==> config.mk <==
export PLATFORM = sky130hd
export DESIGN_NAME = im2col_param_unit
export DESIGN_NICKNAME = d
export VERILOG_FILES = /design/src/source/im2col_pkg.sv /design/src/source/im2col_axil_regs.sv /design/src/source/im2col_desc_fifo.sv /design/src/source/im2col_param_fsm.sv /design/src/source/im2col_param_unit.sv
export SDC_FILE = /design/constraint.sdc
export NUM_CORES = 2
export LEC_CHECK = 0
export BUFFER_PORTS_ARGS = -buffer_cell sky130_fd_sc_hd__buf_4
export CAP_MARGIN = 40
export CORE_AREA = 4 4 429 431
export DETAILED_ROUTE_END_ITERATION = 12
export DIE_AREA = 0 0 433 435
export PLACE_DENSITY = 0.66
export SYNTH_ARGS = -nofsm -noshare
export SYNTH_HDL_FRONTEND = slang
export SYNTH_SLANG_ARGS = --single-unit
==> constraint.sdc <==
create_clock -name clk_i -period 11.97 [get_ports clk_i]
set_input_delay 1.7955 -clock clk_i [delete_from_list [all_inputs] [get_ports clk_i]]
set_output_delay 1.7955 -clock clk_i [all_outputs]
set_load 0.02 [all_outputs]
==> src/source/im2col_pkg.sv <==
`default_nettype none

package im2col_pkg;

  // Widths that carry a meaning.
  typedef logic [31:0]        addr_t;
  typedef logic [15:0]        dim_t;
  typedef logic [7:0]         small_t;
  typedef logic signed [7:0]  spad_t;
  typedef logic [22:0]        inc_t;

  // One 2D DMA descriptor, first field in the top bits.
  typedef struct packed {
    addr_t  input_ptr;
    addr_t  output_ptr;
    inc_t   in_inc_d2;
    small_t n_zeros_top;
    small_t n_zeros_bottom;
    small_t n_zeros_left;
    small_t n_zeros_right;
    dim_t   size_d1;
    dim_t   size_d2;
  } desc_t;

  // 151 bits.
  localparam int unsigned DESC_W = $bits(desc_t);

  // AXI4-Lite register byte offsets.
  localparam addr_t REG_CTRL   = 32'h00;
  localparam addr_t REG_STATUS = 32'h04;
  localparam addr_t REG_SRC    = 32'h08;
  localparam addr_t REG_DST    = 32'h0C;
  localparam addr_t REG_IMG    = 32'h10;
  localparam addr_t REG_KERN   = 32'h14;
  localparam addr_t REG_PAD    = 32'h18;
  localparam addr_t REG_PATCH  = 32'h1C;
  localparam addr_t REG_LAST   = 32'h20;
  localparam addr_t REG_CHCOL  = 32'h24;

  localparam int unsigned DESC_FIFO_DEPTH_DEFAULT = 4;

endpackage

`default_nettype wire

==> src/source/im2col_axil_regs.sv <==
`timescale 1ns/1ns
`default_nettype none

module im2col_axil_regs (
  input  wire logic                clk_i,
  input  wire logic                rst_ni,
  input  wire logic                s_awvalid_i,
  input  wire im2col_pkg::addr_t   s_awaddr_i,
  input  wire logic                s_wvalid_i,
  input  wire logic [31:0]         s_wdata_i,
  input  wire logic                s_bready_i,
  input  wire logic                s_arvalid_i,
  input  wire im2col_pkg::addr_t   s_araddr_i,
  input  wire logic                s_rready_i,
  input  wire logic                busy_i,
  input  wire logic                done_i,
  output logic                     s_awready_o,
  output logic                     s_wready_o,
  output logic                     s_bvalid_o,
  output logic [1:0]               s_bresp_o,
  output logic                     s_arready_o,
  output logic                     s_rvalid_o,
  output logic [31:0]              s_rdata_o,
  output logic [1:0]               s_rresp_o,
  output im2col_pkg::addr_t        src_ptr_o,
  output im2col_pkg::addr_t        dst_ptr_o,
  output im2col_pkg::dim_t         ih_o,
  output im2col_pkg::dim_t         iw_o,
  output im2col_pkg::dim_t         n_patches_h_o,
  output im2col_pkg::dim_t         n_patches_w_o,
  output im2col_pkg::dim_t         ch_col_o,
  output im2col_pkg::small_t       fh_o,
  output im2col_pkg::small_t       fw_o,
  output im2col_pkg::small_t       num_ch_o,
  output im2col_pkg::small_t       batch_o,
  output logic [5:0]               pad_top_o,
  output logic [5:0]               pad_left_o,
  output logic [3:0]               log_s1_o,
  output logic [3:0]               log_s2_o,
  output logic [1:0]               data_type_o,
  output im2col_pkg::spad_t        last_patch_h_o,
  output im2col_pkg::spad_t        last_patch_w_o,
  output logic                     start_o
);

  logic        wr_en;
  logic        rd_en;
  logic        bvalid_q;
  logic        rvalid_q;
  logic        start_q;
  logic [31:0] rdata_d;
  logic [31:0] rdata_q;
  logic [31:0] src_q;
  logic [31:0] dst_q;
  logic [31:0] img_q;
  logic [31:0] kern_q;
  logic [31:0] pad_q;
  logic [31:0] patch_q;
  logic [15:0] last_q;
  logic [15:0] chcol_q;

  // Address and data must arrive together, one outstanding response.
  assign wr_en = s_awvalid_i && s_wvalid_i && !bvalid_q;
  assign rd_en = s_arvalid_i && !rvalid_q;

  assign s_awready_o = wr_en;
  assign s_wready_o  = wr_en;
  assign s_bvalid_o  = bvalid_q;
  assign s_bresp_o   = 2'b00;
  assign s_arready_o = rd_en;
  assign s_rvalid_o  = rvalid_q;
  assign s_rdata_o   = rdata_q;
  assign s_rresp_o   = 2'b00;

  always_ff @(posedge clk_i or negedge rst_ni) begin
    if (!rst_ni) begin
      bvalid_q <= 1'b0;
      start_q  <= 1'b0;
      src_q    <= '0;
      dst_q    <= '0;
      img_q    <= '0;
      kern_q   <= '0;
      pad_q    <= '0;
      patch_q  <= '0;
      last_q   <= '0;
      chcol_q  <= '0;
    end else begin
      // Start only from idle.
      start_q <= wr_en && (s_awaddr_i == im2col_pkg::REG_CTRL) && s_wdata_i[0] && !busy_i;
      if (wr_en) begin
        bvalid_q <= 1'b1;
      end else if (s_bready_i) begin
        bvalid_q <= 1'b0;
      end
      // Configuration is frozen during a run.
      if (wr_en && !busy_i) begin
        case (s_awaddr_i)
          im2col_pkg::REG_SRC:   src_q   <= s_wdata_i;
          im2col_pkg::REG_DST:   dst_q   <= s_wdata_i;
          im2col_pkg::REG_IMG:   img_q   <= s_wdata_i;
          im2col_pkg::REG_KERN:  kern_q  <= s_wdata_i;
          im2col_pkg::REG_PAD:   pad_q   <= s_wdata_i & 32'h03FF_3F3F;
          im2col_pkg::REG_PATCH: patch_q <= s_wdata_i;
          im2col_pkg::REG_LAST:  last_q  <= s_wdata_i[15:0];
          im2col_pkg::REG_CHCOL: chcol_q <= s_wdata_i[15:0];
          default: ;
        endcase
      end
    end
  end

  always_comb begin
    case (s_araddr_i)
      im2col_pkg::REG_STATUS: rdata_d = {30'b0, done_i, busy_i};
      im2col_pkg::REG_SRC:    rdata_d = src_q;
      im2col_pkg::REG_DST:    rdata_d = dst_q;
      im2col_pkg::REG_IMG:    rdata_d = img_q;
      im2col_pkg::REG_KERN:   rdata_d = kern_q;
      im2col_pkg::REG_PAD:    rdata_d = pad_q;
      im2col_pkg::REG_PATCH:  rdata_d = patch_q;
      im2col_pkg::REG_LAST:   rdata_d = {16'b0, last_q};
      im2col_pkg::REG_CHCOL:  rdata_d = {16'b0, chcol_q};
      default:                rdata_d = 32'b0;
    endcase
  end

  always_ff @(posedge clk_i or negedge rst_ni) begin
    if (!rst_ni) begin
      rvalid_q <= 1'b0;
    end else if (rd_en) begin
      rvalid_q <= 1'b1;
    end else if (s_rready_i) begin
      rvalid_q <= 1'b0;
    end
  end

  always_ff @(posedge clk_i) begin
    if (rd_en) begin
      rdata_q <= rdata_d;
    end
  end

  assign start_o        = start_q;
  assign src_ptr_o      = src_q;
  assign dst_ptr_o      = dst_q;
  assign iw_o           = img_q[15:0];
  assign ih_o           = img_q[31:16];
  assign fw_o           = kern_q[7:0];
  assign fh_o           = kern_q[15:8];
  assign num_ch_o       = kern_q[23:16];
  assign batch_o        = kern_q[31:24];
  assign pad_top_o      = pad_q[5:0];
  assign pad_left_o     = pad_q[13:8];
  assign log_s1_o       = pad_q[19:16];
  assign log_s2_o       = pad_q[23:20];
  assign data_type_o    = pad_q[25:24];
  assign n_patches_w_o  = patch_q[15:0];
  assign n_patches_h_o  = patch_q[31:16];
  assign last_patch_w_o = last_q[7:0];
  assign last_patch_h_o = last_q[15:8];
  assign ch_col_o       = chcol_q;

endmodule

`default_nettype wire

==> src/source/im2col_desc_fifo.sv <==
`timescale 1ns/1ns
`default_nettype none

module im2col_desc_fifo #(
  parameter int unsigned DEPTH = im2col_pkg::DESC_FIFO_DEPTH_DEFAULT,
  parameter int unsigned WIDTH = im2col_pkg::DESC_W
) (
  input  wire logic             clk_i,
  input  wire logic             rst_ni,
  input  wire logic             push_i,
  input  wire logic [WIDTH-1:0] data_i,
  input  wire logic             ready_i,
  output logic                  full_o,
  output logic                  valid_o,
  output logic [WIDTH-1:0]      data_o
);

  localparam int unsigned PTR_W = (DEPTH > 1) ? $clog2(DEPTH) : 1;

  logic [WIDTH-1:0] mem_q [DEPTH];
  logic [PTR_W-1:0] wptr_q, rptr_q;
  logic [PTR_W:0]   count_q;
  logic             pop;

  // Head entry is presented directly.
  assign valid_o = count_q != '0;
  assign full_o  = count_q == (PTR_W + 1)'(DEPTH);
  assign data_o  = mem_q[rptr_q];
  assign pop     = valid_o && ready_i;

  always_ff @(posedge clk_i or negedge rst_ni) begin
    if (!rst_ni) begin
      wptr_q  <= '0;
      rptr_q  <= '0;
      count_q <= '0;
    end else begin
      if (push_i) begin
        wptr_q <= (wptr_q == PTR_W'(DEPTH - 1)) ? '0 : wptr_q + 1'b1;
      end
      if (pop) begin
        rptr_q <= (rptr_q == PTR_W'(DEPTH - 1)) ? '0 : rptr_q + 1'b1;
      end
      if (push_i && !pop) begin
        count_q <= count_q + 1'b1;
      end else if (pop && !push_i) begin
        count_q <= count_q - 1'b1;
      end
    end
  end

  always_ff @(posedge clk_i) begin
    if (push_i) begin
      mem_q[wptr_q] <= data_i;
    end
  end

endmodule

`default_nettype wire

==> src/source/im2col_param_fsm.sv <==
`timescale 1ns/1ns
`default_nettype none

module im2col_param_fsm (
  input  wire logic               clk_i,
  input  wire logic               rst_ni,
  input  wire im2col_pkg::addr_t  src_ptr_i,
  input  wire im2col_pkg::addr_t  dst_ptr_i,
  input  wire im2col_pkg::dim_t   ih_i,
  input  wire im2col_pkg::dim_t   iw_i,
  input  wire im2col_pkg::dim_t   n_patches_h_i,
  input  wire im2col_pkg::dim_t   n_patches_w_i,
  input  wire im2col_pkg::dim_t   ch_col_i,
  input  wire im2col_pkg::small_t fh_i,
  input  wire im2col_pkg::small_t fw_i,
  input  wire im2col_pkg::small_t num_ch_i,
  input  wire im2col_pkg::small_t batch_i,
  input  wire logic [5:0]         pad_top_i,
  input  wire logic [5:0]         pad_left_i,
  input  wire logic [3:0]         log_s1_i,
  input  wire logic [3:0]         log_s2_i,
  input  wire logic [1:0]         data_type_i,
  input  wire im2col_pkg::spad_t  last_patch_h_i,
  input  wire im2col_pkg::spad_t  last_patch_w_i,
  input  wire logic               start_i,
  input  wire logic               fifo_full_i,
  output logic                    fifo_push_o,
  output im2col_pkg::desc_t       desc_o,
  output logic                    busy_o,
  output logic                    done_o
);

  typedef enum logic [3:0] {
    IDLE, PRECOMP, COND_EVAL, ZEROS_COMP, INDEX_1, INDEX_2, INDEX_3, PUSH,
    OUT_PTR_UPDATE, POS_UPDATE
  } param_state_e;

  param_state_e state_q, state_d;

  // Loop nest counters.
  im2col_pkg::small_t w_offset_q, h_offset_q, im_c_q, batch_count_q;
  im2col_pkg::dim_t   ch_col_count_q;
  logic               done_q;
  logic               batch_wrap, last_desc, w_wrap, h_wrap;

  // Padding pipeline.
  im2col_pkg::small_t left_div_q, right_div_q, top_div_q, bottom_div_q;
  im2col_pkg::spad_t  right_sum, bottom_sum;
  logic               left_cond_q, right_cond_q, top_cond_q, bottom_cond_q;
  im2col_pkg::small_t n_left_q, n_right_q, n_top_q, n_bottom_q;

  // Index pipeline and pointers.
  im2col_pkg::addr_t  idx1_q, idx2_q, idx3_q, idx4_q, index;
  im2col_pkg::addr_t  out_ptr_q, out_inc, inc_full;
  im2col_pkg::dim_t   size_d1, size_d2;
  logic [1:0]         shift;

  assign batch_wrap = batch_count_q == batch_i - 8'd1;
  assign last_desc  = batch_wrap && (ch_col_count_q == ch_col_i - 16'd1);
  assign w_wrap     = w_offset_q == fw_i - 8'd1;
  assign h_wrap     = h_offset_q == fh_i - 8'd1;

  always_comb begin
    state_d = state_q;
    unique case (state_q)
      IDLE:           state_d = start_i ? PRECOMP : IDLE;
      PRECOMP:        state_d = COND_EVAL;
      COND_EVAL:      state_d = ZEROS_COMP;
      ZEROS_COMP:     state_d = INDEX_1;
      INDEX_1:        state_d = INDEX_2;
      INDEX_2:        state_d = INDEX_3;
      // Hold the finished descriptor until there is room.
      INDEX_3:        state_d = fifo_full_i ? INDEX_3 : PUSH;
      PUSH:           state_d = last_desc ? IDLE : OUT_PTR_UPDATE;
      OUT_PTR_UPDATE: state_d = batch_wrap ? POS_UPDATE : COND_EVAL;
      POS_UPDATE:     state_d = COND_EVAL;
      default:        state_d = IDLE;
    endcase
  end

  always_ff @(posedge clk_i or negedge rst_ni) begin
    if (!rst_ni) begin
      state_q        <= IDLE;
      done_q         <= 1'b0;
      w_offset_q     <= '0;
      h_offset_q     <= '0;
      im_c_q         <= '0;
      batch_count_q  <= '0;
      ch_col_count_q <= '0;
    end else begin
      state_q <= state_d;
      unique case (state_q)
        IDLE: begin
          if (start_i) begin
            done_q         <= 1'b0;
            w_offset_q     <= '0;
            h_offset_q     <= '0;
            im_c_q         <= '0;
            batch_count_q  <= '0;
            ch_col_count_q <= '0;
          end
        end
        PUSH: begin
          if (last_desc) begin
            done_q <= 1'b1;
          end
        end
        OUT_PTR_UPDATE: begin
          batch_count_q <= batch_wrap ? 8'd0 : batch_count_q + 8'd1;
        end
        POS_UPDATE: begin
          ch_col_count_q <= ch_col_count_q + 16'd1;
          // Column, then row, then channel.
          if (!w_wrap) begin
            w_offset_q <= w_offset_q + 8'd1;
          end else begin
            w_offset_q <= '0;
            if (h_wrap) begin
              h_offset_q <= '0;
              im_c_q     <= im_c_q + 8'd1;
            end else begin
              h_offset_q <= h_offset_q + 8'd1;
            end
          end
        end
        default: ;
      endcase
    end
  end

  assign right_sum  = last_patch_w_i + w_offset_q + 8'd1;
  assign bottom_sum = last_patch_h_i + h_offset_q + 8'd1;

  always_ff @(posedge clk_i) begin
    if (state_q == IDLE) begin
      out_ptr_q <= dst_ptr_i;
    end else if (state_q == OUT_PTR_UPDATE) begin
      out_ptr_q <= out_ptr_q + out_inc;
    end
    // Dividends follow the offsets of the current position.
    if (state_q == PRECOMP || state_q == COND_EVAL) begin
      left_div_q   <= {2'b0, pad_left_i} - w_offset_q - 8'd1;
      top_div_q    <= {2'b0, pad_top_i} - h_offset_q - 8'd1;
      right_div_q  <= last_patch_w_i + w_offset_q;
      bottom_div_q <= last_patch_h_i + h_offset_q;
    end
    if (state_q == COND_EVAL) begin
      left_cond_q   <= w_offset_q < {2'b0, pad_left_i};
      top_cond_q    <= h_offset_q < {2'b0, pad_top_i};
      right_cond_q  <= right_sum > 0;
      bottom_cond_q <= bottom_sum > 0;
    end
    if (state_q == ZEROS_COMP) begin
      n_left_q   <= left_cond_q ? 8'd1 + (left_div_q >> log_s1_i) : 8'd0;
      n_right_q  <= right_cond_q ? 8'd1 + (right_div_q >> log_s1_i) : 8'd0;
      n_top_q    <= top_cond_q ? 8'd1 + (top_div_q >> log_s2_i) : 8'd0;
      n_bottom_q <= bottom_cond_q ? 8'd1 + (bottom_div_q >> log_s2_i) : 8'd0;
    end
    // Four product stages, from ZEROS_COMP through INDEX_3.
    idx1_q <= 32'(batch_count_q) * 32'(num_ch_i) + 32'(im_c_q);
    idx2_q <= idx1_q * 32'(ih_i);
    idx3_q <= idx2_q + 32'(h_offset_q) - 32'(pad_top_i) + (32'(n_top_q) << log_s2_i);
    idx4_q <= idx3_q * 32'(iw_i) + 32'(w_offset_q) - 32'(pad_left_i);
  end

  assign shift    = 2'd2 - data_type_i;
  assign index    = idx4_q + (32'(n_left_q) << log_s1_i);
  assign out_inc  = (32'(n_patches_h_i) * 32'(n_patches_w_i)) << shift;
  assign size_d1  = n_patches_w_i - 16'(n_left_q) - 16'(n_right_q);
  assign size_d2  = n_patches_h_i - 16'(n_top_q) - 16'(n_bottom_q);
  assign inc_full = (32'(iw_i) << log_s2_i) - ((32'(size_d1) - 32'd1) << log_s1_i);

  assign desc_o.input_ptr      = src_ptr_i + (index << shift);
  assign desc_o.output_ptr     = out_ptr_q;
  assign desc_o.in_inc_d2      = inc_full[22:0];
  assign desc_o.n_zeros_top    = n_top_q;
  assign desc_o.n_zeros_bottom = n_bottom_q;
  assign desc_o.n_zeros_left   = n_left_q;
  assign desc_o.n_zeros_right  = n_right_q;
  assign desc_o.size_d1        = size_d1;
  assign desc_o.size_d2        = size_d2;

  assign fifo_push_o = state_q == PUSH;
  assign busy_o      = start_i || (state_q != IDLE);
  assign done_o      = done_q;

endmodule

`default_nettype wire

==> src/source/im2col_param_unit.sv <==
`timescale 1ns/1ns
`default_nettype none

module im2col_param_unit #(
  parameter int unsigned DESC_FIFO_DEPTH = im2col_pkg::DESC_FIFO_DEPTH_DEFAULT
) (
  input  wire logic                clk_i,
  input  wire logic                rst_ni,
  input  wire logic                s_awvalid_i,
  input  wire im2col_pkg::addr_t   s_awaddr_i,
  input  wire logic                s_wvalid_i,
  input  wire logic [31:0]         s_wdata_i,
  input  wire logic                s_bready_i,
  input  wire logic                s_arvalid_i,
  input  wire im2col_pkg::addr_t   s_araddr_i,
  input  wire logic                s_rready_i,
  output logic                     s_awready_o,
  output logic                     s_wready_o,
  output logic                     s_bvalid_o,
  output logic [1:0]               s_bresp_o,
  output logic                     s_arready_o,
  output logic                     s_rvalid_o,
  output logic [31:0]              s_rdata_o,
  output logic [1:0]               s_rresp_o,
  input  wire logic                dma_desc_ready_i,
  output logic                     dma_desc_valid_o,
  output im2col_pkg::addr_t        dma_input_ptr_o,
  output im2col_pkg::addr_t        dma_output_ptr_o,
  output im2col_pkg::inc_t         dma_in_inc_d2_o,
  output im2col_pkg::small_t       dma_n_zeros_top_o,
  output im2col_pkg::small_t       dma_n_zeros_bottom_o,
  output im2col_pkg::small_t       dma_n_zeros_left_o,
  output im2col_pkg::small_t       dma_n_zeros_right_o,
  output im2col_pkg::dim_t         dma_size_d1_o,
  output im2col_pkg::dim_t         dma_size_d2_o
);

  im2col_pkg::addr_t  src_ptr, dst_ptr;
  im2col_pkg::dim_t   ih, iw, n_patches_h, n_patches_w, ch_col;
  im2col_pkg::small_t fh, fw, num_ch, batch;
  logic [5:0]         pad_top, pad_left;
  logic [3:0]         log_s1, log_s2;
  logic [1:0]         data_type;
  im2col_pkg::spad_t  last_patch_h, last_patch_w;
  logic               start, busy, done, push, full;
  im2col_pkg::desc_t  desc, head;

  im2col_axil_regs im2col_axil_regs_inst (
    .clk_i, .rst_ni,
    .s_awvalid_i, .s_awaddr_i, .s_wvalid_i, .s_wdata_i, .s_bready_i,
    .s_arvalid_i, .s_araddr_i, .s_rready_i,
    .busy_i(busy), .done_i(done),
    .s_awready_o, .s_wready_o, .s_bvalid_o, .s_bresp_o,
    .s_arready_o, .s_rvalid_o, .s_rdata_o, .s_rresp_o,
    .src_ptr_o(src_ptr), .dst_ptr_o(dst_ptr), .ih_o(ih), .iw_o(iw),
    .n_patches_h_o(n_patches_h), .n_patches_w_o(n_patches_w), .ch_col_o(ch_col),
    .fh_o(fh), .fw_o(fw), .num_ch_o(num_ch), .batch_o(batch),
    .pad_top_o(pad_top), .pad_left_o(pad_left), .log_s1_o(log_s1), .log_s2_o(log_s2),
    .data_type_o(data_type), .last_patch_h_o(last_patch_h), .last_patch_w_o(last_patch_w),
    .start_o(start)
  );

  im2col_param_fsm im2col_param_fsm_inst (
    .clk_i, .rst_ni,
    .src_ptr_i(src_ptr), .dst_ptr_i(dst_ptr), .ih_i(ih), .iw_i(iw),
    .n_patches_h_i(n_patches_h), .n_patches_w_i(n_patches_w), .ch_col_i(ch_col),
    .fh_i(fh), .fw_i(fw), .num_ch_i(num_ch), .batch_i(batch),
    .pad_top_i(pad_top), .pad_left_i(pad_left), .log_s1_i(log_s1), .log_s2_i(log_s2),
    .data_type_i(data_type), .last_patch_h_i(last_patch_h), .last_patch_w_i(last_patch_w),
    .start_i(start), .fifo_full_i(full),
    .fifo_push_o(push), .desc_o(desc), .busy_o(busy), .done_o(done)
  );

  im2col_desc_fifo #(
    .DEPTH(DESC_FIFO_DEPTH),
    .WIDTH(im2col_pkg::DESC_W)
  ) im2col_desc_fifo_inst (
    .clk_i, .rst_ni,
    .push_i(push), .data_i(desc), .ready_i(dma_desc_ready_i),
    .full_o(full), .valid_o(dma_desc_valid_o), .data_o(head)
  );

  // Head entry split into the DMA fields.
  assign dma_input_ptr_o      = head.input_ptr;
  assign dma_output_ptr_o     = head.output_ptr;
  assign dma_in_inc_d2_o      = head.in_inc_d2;
  assign dma_n_zeros_top_o    = head.n_zeros_top;
  assign dma_n_zeros_bottom_o = head.n_zeros_bottom;
  assign dma_n_zeros_left_o   = head.n_zeros_left;
  assign dma_n_zeros_right_o  = head.n_zeros_right;
  assign dma_size_d1_o        = head.size_d1;
  assign dma_size_d2_o        = head.size_d2;

endmodule

`default_nettype wire

==> results.tsv <==
stage	metric	value	unit
status	status	completed	
detailed_routing	dr.first_iter.drc_count	5601	
synth	synth_edf_count	736	
clocking	postCtsResizedCells	0	
timing	max_freq	0.1043	GHz
critical_path	ff2ff_path_depth	30	
power	max-vdd-ir-drop	126.5	uV
power	p_per_area	87.53	mW/mm^2
critical_path	critPathMostFrequentCell	fa_1	
floorplanning	ioPinCount	297	
clocking	path_clk_slew	0.06	ns
critical_path	rrSetupSlack	2.39	ns
critical_path	worst_path_max_delay_cell	dfrtp_1	
clocking	cts-root-buf	clkbuf_16	
grt	gr-total-overflow	0	
critical_path	max_stage_delay	0.93	ns
detailed_routing	final_antenna_net_count	0	
timing	holdWs	0.4941	ns
synth	synth_area_per_cell	10.86	um^2
critical_path	cp_max_fo	19	
grt	grt_max_degree	106	
synth	synth_seq_area_share	34.97	%
worst_hold_path	hold_class	reg2reg	
worst_hold_path	holdPathStages	1	
critical_path	endpoint_kind	flip-flop	
timing	period_share	80.06	%
grt	grt_pass1_wl	399700	um
clocking	post_cts_buffers	0	
layout	syn_to_final_growth	10.41	%
layout	drive_above_1_share	12.78	%
synth	synth_cell_types	81	
worst_hold_path	hold_path_end	im2col_desc_fifo_inst.count_q[2]	
detailed_routing	wl	261200	um
synth	synthCells	8236	
synth	syn_area	0.08948	mm^2
worst_hold_path	hp-start	im2col_desc_fifo_inst.count_q[2]	
clocking	cts_tree	done	
timing	finalMaxSlewViolations	0	
detailed_routing	first_pass_iters	7	
clocking	cts_made_buffers	120	
critical_path	cp.arrival	10.09	ns
clocking	clk-insertion-delay-late	0.82	ns
place	gp_congestion	0.9690	
place	hpwl	200700	um
synth	ys_warn_count	0	
detailed_routing	drc	0	
floorplanning	die_area	0.1884	mm^2
synth	ys_seq_elements	1126	
layout	fin_area	0.09879	mm^2
job	max-cap-violations	0	
detailed_routing	routedWlPerCell	23.97	um
timing	tns	0	ns
grt	track_usage	27.83	%
layout	instances_no_fill	10900	
floorplanning	row_count	156	
timing	tightestPinTransition	1.306	ns
timing	fin_worst_skew	0.07126	ns
place	placed_area	0.09472	mm^2
clocking	ctsHoldBuffers	0	
floorplanning	chipHeight	435	um
timing	rsz0062_at_grt	false	
timing	setup_violations	0	
clocking	htree_levels	3	
detailed_routing	avgViaCountPerCell	5.795	
floorplanning	fp.coreArea	0.1802	mm^2
grt	grt_pass1_vias	64750	
critical_path	required	12.47	ns
critical_path	critPathKind	reg2reg	
clocking	cts.sinks	1126	
synth	synthArstFlopShare	24.60	%
grt	antenna_found_initial	19	
critical_path	start_kind	flip-flop	
clocking	clock_path_buffers	3	
synth	ys.flop_type	edfxtp_1	
power	p_leak	43.15	nW
detailed_routing	vias	63150	
timing	post-route-min-period	9.583	ns
floorplanning	die_x	433	um
place	port_buffers	292	
place	dp.cells	10660	
layout	nets	9936	
timing	hold_viol	0	
critical_path	crit-reg2reg-launch	im2col_axil_regs_inst.patch_q[3]	
floorplanning	floorplan.initialDensity	49.67	%
critical_path	r2r-end	im2col_param_fsm_inst.out_ptr_q[31]	
timing	maxSlewHeadroom	12.92	%
==> power breakdown <==
part           total [mW]  leakage (nW)  internal [mW]  switching [mW]
logic               0.549          29.8          0.206           0.342
registers            4.30          11.4           4.23          0.0673
clock network        3.80          1.95           2.18            1.62
total                8.65          43.2           6.62            2.03
==> worst max-delay path by stage <==
stage,slack [ns],start,end
final,2.39,im2col_axil_regs_inst.patch_q[3],im2col_param_fsm_inst.out_ptr_q[31]
after global routing,1.93,im2col_axil_regs_inst.patch_q[2],im2col_param_fsm_inst.out_ptr_q[31]
after CTS,2.35,im2col_axil_regs_inst.patch_q[1],im2col_param_fsm_inst.out_ptr_q[31]
after detailed placement,2.43,im2col_axil_regs_inst.patch_q[1],im2col_param_fsm_inst.out_ptr_q[31]
after global placement,2.47,im2col_axil_regs_inst.patch_q[1],im2col_param_fsm_inst.out_ptr_q[31]
after floorplan,3.38,im2col_axil_regs_inst.patch_q[1],im2col_param_fsm_inst.out_ptr_q[31]
==> layout make-up <==
type	count	area (um^2)
Inverter	1106	4151
Multi-Input combinational cell	5635	52720
Tap cell	2370	2965
Sequential cell	1126	31310
Timing Repair Buffer	424	3595
Clock buffer	151	3242
Antenna cell	15	37.54
Fill cell	15450	81360
Clock inverter	70	767.0
==> cells in the final DEF, fill, tap and decap left out, types with 25 or more instances in the layout <==
master	count
o21bai_1	36
nor3_1	88
xnor2_1	272
clkbuf_16	122
nand2b_1	53
or3_1	35
a21oi_1	306
edfxtp_1	736
dfxtp_1	113
nand2_1	909
and3_1	37
nor2b_1	60
and2_1	431
a22oi_1	33
a222oi_1	52
a211oi_1	41
dfrtp_1	266
a21o_1	111
mux2_2	225
xor2_1	121
nor4_1	32
mux4_2	182
mux2i_1	113
o31ai_1	25
o21a_1	45
buf_4	394
inv_1	1100
fa_1	809
ha_1	610
nand4_1	30
nor2_1	344
o21ai_0	221
nand3_1	134
==> stage by stage <==
stage               utilization [%]  setup WS [ns]  total power, mW
global route                  54.83          1.929            8.940
global placement              52.25          2.472            4.910
finish                        54.84          2.387            8.647
CTS                           54.80          2.354            8.707
floorplan                         -          3.384            4.693
detailed placement            52.58          2.427            4.925
==> worst max-delay path: cells and delay by family (launching register included) <==
kind / cells / cell delay (ns)
simple gates: 3 / 0.38
xor+xnor: 2 / 0.40
compound gates: 13 / 3.19
fa+ha+maj: 8 / 3.72
mux: 1 / 0.51
buf+inv: 3 / 0.14
flops: 1 / 0.93
==> cell usage after synthesis, drive strengths merged (36+ instances only) <==
library cell	n	share of area, %
nand2b	53	0.37
a21o	111	0.93
xor2	121	1.2
ha	610	8.5
o21a	45	0.38
o21ai	222	1.2
buf	71	0.32
a222oi	52	0.58
edfxtp	736	25
nor3	95	0.53
clkbuf	301	1.3
and2	435	3.0
fa	809	18
nand2	909	3.8
nor2	350	1.5
dfrtp	277	7.7
nor2b	63	0.45
o21bai	36	0.30
xnor2	272	2.7
a21oi	306	1.7
dfxtp	113	2.5
nand3	134	0.75
inv	1104	4.6
and3	37	0.26
a211oi	41	0.34
mux2	226	2.8
mux4	182	4.6
mux2i	113	1.3
==> registers in the layout, summed over array words and instances, names as in the netlist, 16 cells and up <==
name                                  count
im2col_desc_fifo_inst.mem_q             604
im2col_param_fsm_inst.idx1_q             17
im2col_axil_regs_inst.src_ptr_o          32
im2col_param_fsm_inst.idx3_q             32
im2col_axil_regs_inst.dst_ptr_o          32
im2col_param_fsm_inst.idx4_q             32
im2col_axil_regs_inst.img_q              32
im2col_param_fsm_inst.out_ptr_q          32
im2col_axil_regs_inst.s_rdata_o          32
im2col_param_fsm_inst.ch_col_count_q     16
im2col_param_fsm_inst.idx2_q             32
im2col_axil_regs_inst.ch_col_o           16
im2col_axil_regs_inst.kern_q             32
im2col_axil_regs_inst.patch_q            32
im2col_axil_regs_inst.pad_q              22
im2col_axil_regs_inst.last_q             16
==> layer usage <==
layer | share of wire [%] | up-vias | global-route usage [%]
met3 | 6.9 | 511 | 4.456
met4 | 5.4 | 2 | 13.44
met2 | 47 | 2220 | 44.72
met5 | 0.0050 | - | 0
met1 | 41 | 32170 | 36.91
li1 | - | 28240 | -
==> logic make-up (layout without fill, tap and decap cells) <==
| group | after synthesis | count (layout) | share of synthesized area (%) |
|---|---|---|---|
| other | 1 | 19 | 0.004191 |
| and+or+nand+nor | 2238 | 2238 | 11.91 |
| DFF | 1126 | 1126 | 34.97 |
| adders and majority gates | 1419 | 1419 | 26.63 |
| muxes | 521 | 521 | 8.689 |
| buffers and inverters | 1478 | 1751 | 6.225 |
| xor gates and xnor gates | 393 | 393 | 3.847 |
| AOI/OAI and AO/OA | 1060 | 1060 | 7.720 |
(Power assumes the default switching activity.)
